--- config.mk ---
export PLATFORM = sky130hd
export DESIGN_NAME = board_ctrl_top
export DESIGN_NICKNAME = d
export VERILOG_FILES = /design/src/hw/board_pkg.sv /design/src/hw/uart_pkg.sv /design/src/hw/btn_debounce.sv /design/src/hw/done_led_hold.sv /design/src/hw/report_sequencer.sv /design/src/hw/uart_tx.sv /design/src/hw/board_ctrl_top.sv
export VERILOG_INCLUDE_DIRS = /design/src /design/src/hw
export SDC_FILE = /design/constraint.sdc
export NUM_CORES = 1
export LEC_CHECK = 0
export ABC_AREA = 1
export BUFFER_PORTS_ARGS = -buffer_cell sky130_fd_sc_hd__buf_2
export CORE_MARGIN = 2
export CORE_UTILIZATION = 25
export CTS_CLUSTER_SIZE = 12
export DETAILED_ROUTE_END_ITERATION = 10
export GPL_TIMING_DRIVEN = 0
export MAX_ROUTING_LAYER = met4
export PLACE_DENSITY = 0.39
export SETUP_SLACK_MARGIN = 0.4
export SLEW_MARGIN = 20
export SYNTH_ARGS = -nofsm -noshare
export SYNTH_HDL_FRONTEND = slang
export SYNTH_SLANG_ARGS = --single-unit
export TNS_END_PERCENT = 50
--- constraint.sdc ---
create_clock -name clk_100m -period 2.05 [get_ports clk_100m]
set_input_delay 0.41 -clock clk_100m [delete_from_list [all_inputs] [get_ports clk_100m]]
set_output_delay 0.41 -clock clk_100m [all_outputs]
set_load 0.02 [all_outputs]
--- src/hw/board_macros.svh ---
`ifndef BOARD_MACROS_SVH
`define BOARD_MACROS_SVH

////////////////////
// Chip array and report format
////////////////////

// Chips on the board, one result byte each
`define BOARD_NUM_CHIPS 16
`define BOARD_BYTE_W 8

// Separator after every byte of the report
`define BOARD_NEWLINE 8'h0A

////////////////////
// Default timing at 100 MHz
////////////////////

// About 10 ms of stable input
`define BOARD_DEBOUNCE_CYCLES 1048576

// LED hold, about 5 s
`define BOARD_HOLD_CYCLES 500000000

// 100 MHz / 868, close to 115200 baud
`define BOARD_BAUD_DIV 868

`endif

--- src/hw/board_pkg.sv ---
`include "board_macros.svh"

package board_pkg;

    ////////////////////
    // Chip array results
    ////////////////////

    // One chip's compute result
    typedef logic [`BOARD_BYTE_W-1:0] chip_byte_t;

    // All chip results side by side
    // Element 0 holds chip 1, element 15 holds chip 16
    typedef chip_byte_t [`BOARD_NUM_CHIPS-1:0] chip_bytes_t;

endpackage

--- src/hw/uart_pkg.sv ---
`include "board_macros.svh"

package uart_pkg;

    ////////////////////
    // Serial link
    ////////////////////

    typedef logic [`BOARD_BYTE_W-1:0] uart_byte_t;

    typedef enum logic [1:0] {
        TX_IDLE  = 2'd0,
        TX_START = 2'd1,
        TX_DATA  = 2'd2,
        TX_STOP  = 2'd3
    } tx_state_t;

    ////////////////////
    // Report layout
    ////////////////////

    // Chip byte plus newline for every chip
    localparam int REPORT_LEN = 2 * `BOARD_NUM_CHIPS;

    typedef logic [$clog2(REPORT_LEN)-1:0] report_idx_t;

endpackage

--- src/hw/btn_debounce.sv ---
`timescale 1ns/1ps
`include "board_macros.svh"

module btn_debounce #(
    parameter int DEBOUNCE_CYCLES = `BOARD_DEBOUNCE_CYCLES
) (
    input  logic clk_100m,
    input  logic rst_n_locked,
    input  logic button,
    output logic press
);

    localparam int CNT_W = $clog2(DEBOUNCE_CYCLES + 1);

    logic             btn_sync0;
    logic             btn_sync1;
    logic [CNT_W-1:0] stable_cnt;
    logic             btn_state;
    logic             btn_state_d;

    // Button is active low, invert before the synchronizer
    always_ff @(posedge clk_100m or negedge rst_n_locked) begin
        if (!rst_n_locked) begin
            btn_sync0 <= 1'b0;
            btn_sync1 <= 1'b0;
        end else begin
            btn_sync0 <= ~button;
            btn_sync1 <= btn_sync0;
        end
    end

    // Flip state only after a full run of disagreeing samples
    always_ff @(posedge clk_100m or negedge rst_n_locked) begin
        if (!rst_n_locked) begin
            stable_cnt  <= '0;
            btn_state   <= 1'b0;
            btn_state_d <= 1'b0;
        end else begin
            btn_state_d <= btn_state;
            if (btn_sync1 != btn_state) begin
                if (stable_cnt == CNT_W'(DEBOUNCE_CYCLES - 1)) begin
                    btn_state  <= btn_sync1;
                    stable_cnt <= '0;
                end else begin
                    stable_cnt <= stable_cnt + 1'b1;
                end
            end else begin
                stable_cnt <= '0;
            end
        end
    end

    assign press = btn_state & ~btn_state_d;

    a_press_single : assert property (
        @(posedge clk_100m) disable iff (!rst_n_locked) press |=> !press
    );

endmodule

--- src/hw/done_led_hold.sv ---
`timescale 1ns/1ps
`include "board_macros.svh"

module done_led_hold #(
    parameter int HOLD_CYCLES = `BOARD_HOLD_CYCLES
) (
    input  logic clk_100m,
    input  logic rst_n_locked,
    input  logic done,
    output logic led
);

    localparam int CNT_W = $clog2(HOLD_CYCLES + 1);

    logic [CNT_W-1:0] hold_cnt;

    // Retriggerable, a new strobe reloads the full hold
    always_ff @(posedge clk_100m or negedge rst_n_locked) begin
        if (!rst_n_locked) begin
            hold_cnt <= '0;
        end else if (done) begin
            hold_cnt <= CNT_W'(HOLD_CYCLES);
        end else if (hold_cnt != '0) begin
            hold_cnt <= hold_cnt - 1'b1;
        end
    end

    assign led = (hold_cnt != '0);

    a_hold_range : assert property (
        @(posedge clk_100m) disable iff (!rst_n_locked)
        hold_cnt <= CNT_W'(HOLD_CYCLES)
    );

endmodule

--- src/hw/report_sequencer.sv ---
`timescale 1ns/1ps
`include "board_macros.svh"

module report_sequencer (
    input  logic                   clk_100m,
    input  logic                   rst_n_locked,
    input  logic                   rd_done,
    input  board_pkg::chip_bytes_t dram_data,
    input  logic                   tx_busy,
    output logic                   tx_start,
    output uart_pkg::uart_byte_t   tx_byte
);

    import uart_pkg::*;

    localparam int IDX_W = $bits(report_idx_t);

    logic        sending;
    report_idx_t send_idx;
    logic        issue;

    // Next byte goes out once the transmitter is free
    assign issue = sending && !tx_busy;

    ////////////////////
    // Control
    ////////////////////

    always_ff @(posedge clk_100m or negedge rst_n_locked) begin
        if (!rst_n_locked) begin
            sending  <= 1'b0;
            send_idx <= '0;
            tx_start <= 1'b0;
        end else begin
            tx_start <= 1'b0;
            if (rd_done && !sending) begin
                sending  <= 1'b1;
                send_idx <= '0;
            end else if (issue) begin
                tx_start <= 1'b1;
                send_idx <= send_idx + 1'b1;
                if (send_idx == report_idx_t'(REPORT_LEN - 1)) begin
                    sending <= 1'b0;
                end
            end
        end
    end

    ////////////////////
    // Byte select
    ////////////////////

    // Even slots carry a chip result, odd slots the separator
    always_ff @(posedge clk_100m) begin
        if (issue) begin
            if (send_idx[0]) begin
                tx_byte <= `BOARD_NEWLINE;
            end else begin
                tx_byte <= dram_data[send_idx[IDX_W-1:1]];
            end
        end
    end

    // tx_busy rises with tx_start, so check the cycle of the decision
    a_no_start_busy : assert property (
        @(posedge clk_100m) disable iff (!rst_n_locked)
        tx_start |-> !$past(tx_busy)
    );

endmodule

--- src/hw/uart_tx.sv ---
`timescale 1ns/1ps
`include "board_macros.svh"

module uart_tx #(
    parameter int BAUD_DIV = `BOARD_BAUD_DIV
) (
    input  logic                 clk_100m,
    input  logic                 rst_n_locked,
    input  logic                 tx_start,
    input  uart_pkg::uart_byte_t tx_byte,
    output logic                 tx_busy,
    output logic                 txd
);

    import uart_pkg::*;

    localparam int BAUD_W = $clog2(BAUD_DIV + 1);
    localparam int BIT_W  = $clog2($bits(uart_byte_t));

    tx_state_t         state;
    logic [BAUD_W-1:0] baud_cnt;
    logic [BIT_W-1:0]  bit_cnt;
    uart_byte_t        shift_reg;
    logic              bit_end;

    assign bit_end = (baud_cnt == BAUD_W'(BAUD_DIV - 1));

    // Busy from the start strobe until the stop bit is done
    assign tx_busy = tx_start || (state != TX_IDLE);

    ////////////////////
    // Frame FSM
    ////////////////////

    always_ff @(posedge clk_100m or negedge rst_n_locked) begin
        if (!rst_n_locked) begin
            state    <= TX_IDLE;
            baud_cnt <= '0;
            bit_cnt  <= '0;
            txd      <= 1'b1;
        end else begin
            baud_cnt <= bit_end ? '0 : baud_cnt + 1'b1;
            case (state)
                TX_IDLE: begin
                    baud_cnt <= '0;
                    if (tx_start) begin
                        state <= TX_START;
                        txd   <= 1'b0;
                    end
                end
                TX_START: begin
                    if (bit_end) begin
                        state   <= TX_DATA;
                        bit_cnt <= '0;
                        txd     <= shift_reg[0];
                    end
                end
                TX_DATA: begin
                    if (bit_end) begin
                        if (bit_cnt == BIT_W'($bits(uart_byte_t) - 1)) begin
                            state <= TX_STOP;
                            txd   <= 1'b1;
                        end else begin
                            bit_cnt <= bit_cnt + 1'b1;
                            txd     <= shift_reg[1];
                        end
                    end
                end
                TX_STOP: begin
                    if (bit_end) begin
                        state <= TX_IDLE;
                    end
                end
                default: state <= TX_IDLE;
            endcase
        end
    end

    // LSB first
    always_ff @(posedge clk_100m) begin
        if (state == TX_IDLE && tx_start) begin
            shift_reg <= tx_byte;
        end else if (state == TX_DATA && bit_end) begin
            shift_reg <= shift_reg >> 1;
        end
    end

    a_idle_mark : assert property (
        @(posedge clk_100m) disable iff (!rst_n_locked)
        (state == TX_IDLE) |-> txd
    );

endmodule

--- src/hw/board_ctrl_top.sv ---
`timescale 1ns/1ps
`include "board_macros.svh"

module board_ctrl_top #(
    parameter int DEBOUNCE_CYCLES = `BOARD_DEBOUNCE_CYCLES,
    parameter int HOLD_CYCLES     = `BOARD_HOLD_CYCLES,
    parameter int BAUD_DIV        = `BOARD_BAUD_DIV
) (
    input  logic                   clk_100m,
    input  logic                   rst_n_locked,
    input  logic                   io_en_button,
    input  logic                   rd_done,
    input  logic                   wt_done,
    input  board_pkg::chip_bytes_t dram_data,
    output logic                   io_en,
    output logic                   rd_done_led,
    output logic                   wt_done_led,
    output logic                   uart_txd
);

    import uart_pkg::*;

    logic [1:0] done_vec;
    logic [1:0] led_vec;
    logic       tx_start;
    uart_byte_t tx_byte;
    logic       tx_busy;

    ////////////////////
    // Start button
    ////////////////////

    btn_debounce #(
        .DEBOUNCE_CYCLES(DEBOUNCE_CYCLES)
    ) btn_debounce_i (
        .clk_100m    (clk_100m),
        .rst_n_locked(rst_n_locked),
        .button      (io_en_button),
        .press       (io_en)
    );

    ////////////////////
    // Done LEDs
    ////////////////////

    // Index 0 read done, index 1 write done
    assign done_vec    = {wt_done, rd_done};
    assign rd_done_led = led_vec[0];
    assign wt_done_led = led_vec[1];

    for (genvar i = 0; i < 2; i++) begin : g_led_hold
        done_led_hold #(
            .HOLD_CYCLES(HOLD_CYCLES)
        ) done_led_hold_i (
            .clk_100m    (clk_100m),
            .rst_n_locked(rst_n_locked),
            .done        (done_vec[i]),
            .led         (led_vec[i])
        );
    end

    ////////////////////
    // Serial report
    ////////////////////

    report_sequencer report_sequencer_i (
        .clk_100m    (clk_100m),
        .rst_n_locked(rst_n_locked),
        .rd_done     (rd_done),
        .dram_data   (dram_data),
        .tx_busy     (tx_busy),
        .tx_start    (tx_start),
        .tx_byte     (tx_byte)
    );

    uart_tx #(
        .BAUD_DIV(BAUD_DIV)
    ) uart_tx_i (
        .clk_100m    (clk_100m),
        .rst_n_locked(rst_n_locked),
        .tx_start    (tx_start),
        .tx_byte     (tx_byte),
        .tx_busy     (tx_busy),
        .txd         (uart_txd)
    );

endmodule

## Word-level counts from Yosys, hierarchy flattened

Index checks and enable logic that the tools add are counted.

- Divide/modulo/power cells: 0
- Reduce and logical (&&, ||, !) cells: 23
- Add/sub/neg operators: 6
- Mux-type cells: 34
- Equality and inequality tests: 14
- $lt $le $gt $ge: 1
- Bitwise gates (word level): 3
- Multiply operators: 0
- Shift operators: 0

Operator list:

| operator | number |
|---|---|
| $mux W29 | 4 |
| $reduce_bool A29 Y1 | 2 |
| $sub A29 B1 Y29 const B | 2 |
| $mux W21 | 2 |
| $bmux W8 S4 | 1 |
| $mux W8 | 3 |
| $add A21 B1 Y21 const B | 1 |
| $eq A21 B20 Y1 const B | 1 |
| $mux W10 | 2 |
| $reduce_bool A2 Y1 | 7 |
| $add A10 B1 Y10 const B | 1 |
| $eq A10 B10 Y1 const B | 1 |
| $mux W2 | 5 |
| $mux W5 | 2 |
| $mux W1 | 9 |
| $mux W3 | 3 |
| $ne A2 B1 Y1 const B | 4 |
| $pmux W2 S4 | 1 |
| $reduce_and A4 Y1 | 2 |
| $pmux W3 S2 | 1 |
| $add A5 B1 Y5 const B | 1 |
| $eq A5 B5 Y1 const B | 1 |
| $lt A4 B5 Y1 const B | 1 |
| $reduce_and A5 Y1 | 1 |
| other kinds (15) | 23 |

- Bits in registers: 122
- ROM bits: 0
- Output and inout port bits: 4
- Memory bits (writable): 0
- Latch bits: 0
- Memories: 0

## Depth between registers and ports, before layout

- Depth in word-level cells: 6
- Gate-level depth with buffers: 10
- Depth with buffers taken out: 10

## Modules after synthesis

A second synthesis with hierarchy kept.

- Cells, all modules: 1288
- Area, all modules: 8625.8 sq um

By module, submodules not included:

| module | times used | area each (sq um) | cells an instance | sequential area each (sq um) |
|---|---|---|---|---|
| done_led_hold | 2 | 1995.7 | 298 | 725.7 |
| report_sequencer | 1 | 2058.2 | 395 | 415.4 |
| uart_tx | 1 | 1301.2 | 144 | 641.9 |
| btn_debounce | 1 | 1275.0 | 153 | 625.6 |

## Worst setup path before layout

OpenSTA, ideal clock, no wires.

- Path type: flip-flop to flip-flop
- Start point: register uart_tx_i.baud_cnt[0]
- End point: register uart_tx_i.shift_reg[0], enable pin
- Setup slack: 0.208 ns
- Period minus slack after synthesis: 1.842 ns
- Data required time: 1.666 ns
- Cell stages (with the launch flop): 6
- Arrival time: 1.458 ns
- Library setup time: 0.384 ns
- Path through: dfrtp_1 > ha_1 > inv_1 > nor3_1 > nand3_1 > o21ai_0

- Word-level cells in the longest chain between the ends: 3

RTL lines:

| item | line | source |
|---|---|---|
| from (decl) | uart_tx.sv:21 | `logic [BAUD_W-1:0] baud_cnt;` |
| from (signal assigned) | uart_tx.sv:42 | `baud_cnt <= bit_end ? '0 : baud_cnt + 1'b1;` |
| $eq A10 B10 Y1 | uart_tx.sv:26 | `assign bit_end = (baud_cnt == BAUD_W'(BAUD_DIV - 1));` |
| $logic_and A1 B1 Y1 | uart_tx.sv:83 | `end else if (state == TX_DATA && bit_end) begin` |
| $reduce_bool A2 Y1 (no source line) | n/a |  |
| to (signal assigned) | uart_tx.sv:82 | `shift_reg <= tx_byte;` |
| to (signal assigned) | uart_tx.sv:84 | `shift_reg <= shift_reg >> 1;` |
| to (decl) | uart_tx.sv:23 | `uart_byte_t shift_reg;` |

No other way between the ends.
A chain may end at the register's enable or synchronous reset.

## Worst setup path after layout

- Start point: register g_led_hold[0].done_led_hold_i.hold_cnt[7]
- End point: output rd_done_led

- Word-level cells in the longest chain between the ends: 1

RTL lines:

| item | line | source |
|---|---|---|
| from (decl) | done_led_hold.sv:15 | `logic [CNT_W-1:0] hold_cnt;` |
| from (signal assigned) | done_led_hold.sv:22 | `hold_cnt <= CNT_W'(HOLD_CYCLES);` |
| from (signal assigned) | done_led_hold.sv:24 | `hold_cnt <= hold_cnt - 1'b1;` |
| $reduce_bool A29 Y1 | done_led_hold.sv:28 | `assign led = (hold_cnt != '0);` |
| to (decl) | board_ctrl_top.sv:16 | `output logic rd_done_led,` |

No other way between the ends.

==> reports/qor.yml <==
status: "completed"
grt_pass1_wl_mm: 43.7
utilization_pct: 35.2
worst_slew_pin_slew_ns: 0.629
ant_nets: 0
synthArstFlopShare_pct: 86.9
gp_congestion: 0.842
final_nets: 1577
cap_violations: 0
min_period_over_period_pct: 97.1
yosysWarnings: 0
path_class: "flip-flop to output pin"
dr.pass1.iters: 4
dp_hpwl_mm: 19.7
avgSynthCellArea_um2: 6.83
maxSlewHeadroom_pct: 58.0
yosys.area.top_type: "dfrtp_1"
antenna_found_initial: 1
cts_tree: "yes"
start_util_pct: 25.2
top_usage_layer: "met2"
critical_path_required_ns: 1.64
port_buffers: 134
synth_edf_count: 16
grtUsageMet2_pct: 28.3
rsz0062_at_grt: "yes"
viasPerCell: 4.38
grtUsageMet3_pct: 3.12
rr_startpoint: "g_led_hold[1].done_led_hold_i.hold_cnt[1]$_DFFE_PN0P_"
largest_register_ffs: 58
syn_area_um2: 8150
power_density_nw_per_um2: 947
clk-insertion-delay-late_ns: 0.42
p_total_mw: 10.8
path_max_fanout: 3
synth_ff_type: "dfrtp_1"
clkSinkCount: 122
worst_r2r_path_depth: 11
holdCritStartpoint: "io_en_button"
path_clk_slew_ns: 0.06
cp_top_family: "simple AND/OR/NAND/NOR gates"
fin_worst_skew_ns: 0.00908
die_h_um: 185
yosysMostFrequentCell: "nand2_1"
fin_area_um2: 11400
dpl-instance-area_um2: 9400
drt_wl_total_mm: 27.0
cts_buffer_depth: 2
fmax_mhz: 502
synth.distinct_cells: 42
die_x_um: 185
synth-seq-cells: 122
crit_chain: "nor2_2 -> nand2_2 -> inv_1 -> nand3_2 -> inv_2 -> nand2_4 -> buf_6"
power.leakage_nw: 5.17
grt_overflow: 0
ios: 137
final_cells: 1887
vias: 8259
path_buf_inv: 3
critPathArrivalTime_ns: 1.58
placementRows: 66
synthTopCellsByArea: "dfrtp_1 32%, nand2_1 12%, nor2_1 12%"
final-setup-viol-count: 0
reg_top3: "g_led_hold.done_led_hold_i.hold_cnt x58, btn_debounce_i.stable_cnt x21, uart_tx_i.baud_cnt x10"
end_kind: "output pin"
h-tree-depth: 4
drc: 0
syn_nets: 1340
grt_max_degree: 58
core_um2: 32300
cts-buffers-inserted: 17
critPathLaunchType: "flip-flop"
grt_util_met1_pct: 20.8
regMostFlops: "g_led_hold.done_led_hold_i.hold_cnt"
cts_root_buf: "clkbuf_16"
peakVddDrop_uv: 470
grt_pass1_vias: 8610
synth_commonest_cells: "267 x nand2_1, 255 x nor2_1, 128 x nand3_1, 120 x inv_1, 105 x dfrtp_1"
yosysTopAreaCellShare_pct: 32.3
area_growth_pct: 39.6
reg2reg_to: "g_led_hold[1].done_led_hold_i.hold_cnt[23]$_DFFE_PN0P_"
critPathMaxStageDelay_ns: 0.40
die_area_um2: 34000
dpl.cell_count: 1770
seq_area_frac_synth_pct: 38.5
drt_iter0_drc: 367
crit_slowest_cell: "dfrtp_1"
finalWorstSetupSlack_ns: 0.0589
grt.total_usage_pct: 16.8
min_to: "btn_debounce_i.btn_sync0$_DFF_PN0_"
syn_inst: 1193
routedWlPerCell_um: 14.3
drive_above_1_share_pct: 34.9
finalHoldViolCount: 0
min_path_cells: 2
dpl_worst_slack_ns: 0.0757
slew_viol_final: 0
min_path_type: "input port to flip-flop"
period_needed_ns: 1.99
r2r_setup_slack_ns: 0.36
==> worst max path at each step <==
stage | to | depth (start not counted) | from | slack, ns
after floorplan | uart_tx_i.shift_reg[0]$_DFFE_PP_ | 4 | uart_tx_i.state[0]$_DFFE_PN0P_ | 0.41
after global placement | g_led_hold[0].done_led_hold_i.hold_cnt[4]$_DFFE_PN0P_ | 1 | rst_n_locked | -0.94
after detailed placement | uart_tx_i.shift_reg[2]$_DFFE_PP_ | 4 | uart_tx_i.state[0]$_DFFE_PN0P_ | 0.08
after CTS | wt_done_led | 7 | g_led_hold[1].done_led_hold_i.hold_cnt[9]$_DFFE_PN0P_ | 0.06
after global routing | wt_done_led | 7 | g_led_hold[1].done_led_hold_i.hold_cnt[22]$_DFFE_PN0P_ | -0.04
final | rd_done_led | 7 | g_led_hold[0].done_led_hold_i.hold_cnt[7]$_DFFE_PN0P_ | 0.06
==> worst reg2reg max path, stage by stage, from the launching register on <==
cell	delay [ns]
dfrtp_1	0.39
inv_2	0.10
ha_4	0.15
nand2_2	0.05
nor2_2	0.09
nand3_2	0.11
buf_6	0.13
buf_6	0.11
nor2_4	0.19
nand2_4	0.11
nand3b_1	0.10
nand2_1	0.06
==> through the flow <==
stage | hold slack [ns] | setup TNS, ns
floorplan | 0.114 | 0
CTS | 0.111 | 0
global route | 0.124 | -0.0546
global placement | 0.338 | -97.56
finish | 0.128 | 0
detailed placement | 0.340 | 0
==> final cells by class <==
class                   instances  area [µm²]
fillers                      3449       20900
multi-input cells             905        4900
flip-flops and latches        122        3140
repair buffers                217        1400
well taps                     442         553
inverters                     133         514
clock buffers                  19         453
plain buffers                  34         260
clock inverters                13         145
diodes                          2        5.00
==> what timing repair did <==
item / 4_1_cts / 5_1_grt
endpoints found under the setup margin: 82 / 113
buffers inserted: 54 / 25
gates resized for setup: 80 / 191
endpoints found under the hold margin: 22 / 0
hold buffers: 1 / 0
pin swaps: 24 / 45
cloned: 0 / 3
==> routing by layer <==
layer,share of wire [%],vias up
li1,-,4288
met1,47,3801
met2,49,150
met3,3.9,20
met4,1.0,0
met5,0,-
==> cells in the final DEF (no fill, tap or decap), drive strengths merged <==
cell type / instances
nor3b: 2
clkinv: 11
xor2: 11
a21oi: 25
o21ai: 77
nand2: 276
o211ai: 3
ha: 14
o21bai: 2
o22ai: 2
dfstp: 1
or2: 8
nor3: 9
bufinv: 2
mux2: 7
inv: 130
dlygate4sd3: 1
nor2: 300
edfxtp: 16
diode: 2
dfrtp: 105
buf: 234
nand3: 132
a21o: 1
nand3b: 12
a31oi: 5
clkbuf: 35
nand4: 14
xnor2: 5
clkinvlp: 3
==> where the power goes <==
group,internal (mW),switching (mW),total (mW)
Combinational,1.82,2.80,4.62
Clock,1.86,1.22,3.08
Sequential,2.87,0.202,3.07
==> cells by family (layout without fill, tap and decap cells) <==
family | Yosys count | in the layout | synth area share [%]
buf+inv | 167 | 416 | 8.51
flops | 122 | 122 | 38.5
mux | 7 | 7 | 0.968
simple gates | 752 | 753 | 40.8
xor+xnor | 16 | 16 | 1.72
fa+ha+maj | 14 | 14 | 2.15
other cells | 0 | 2 | 0
compound gates | 115 | 115 | 7.36
(Power assumes the default switching activity.)
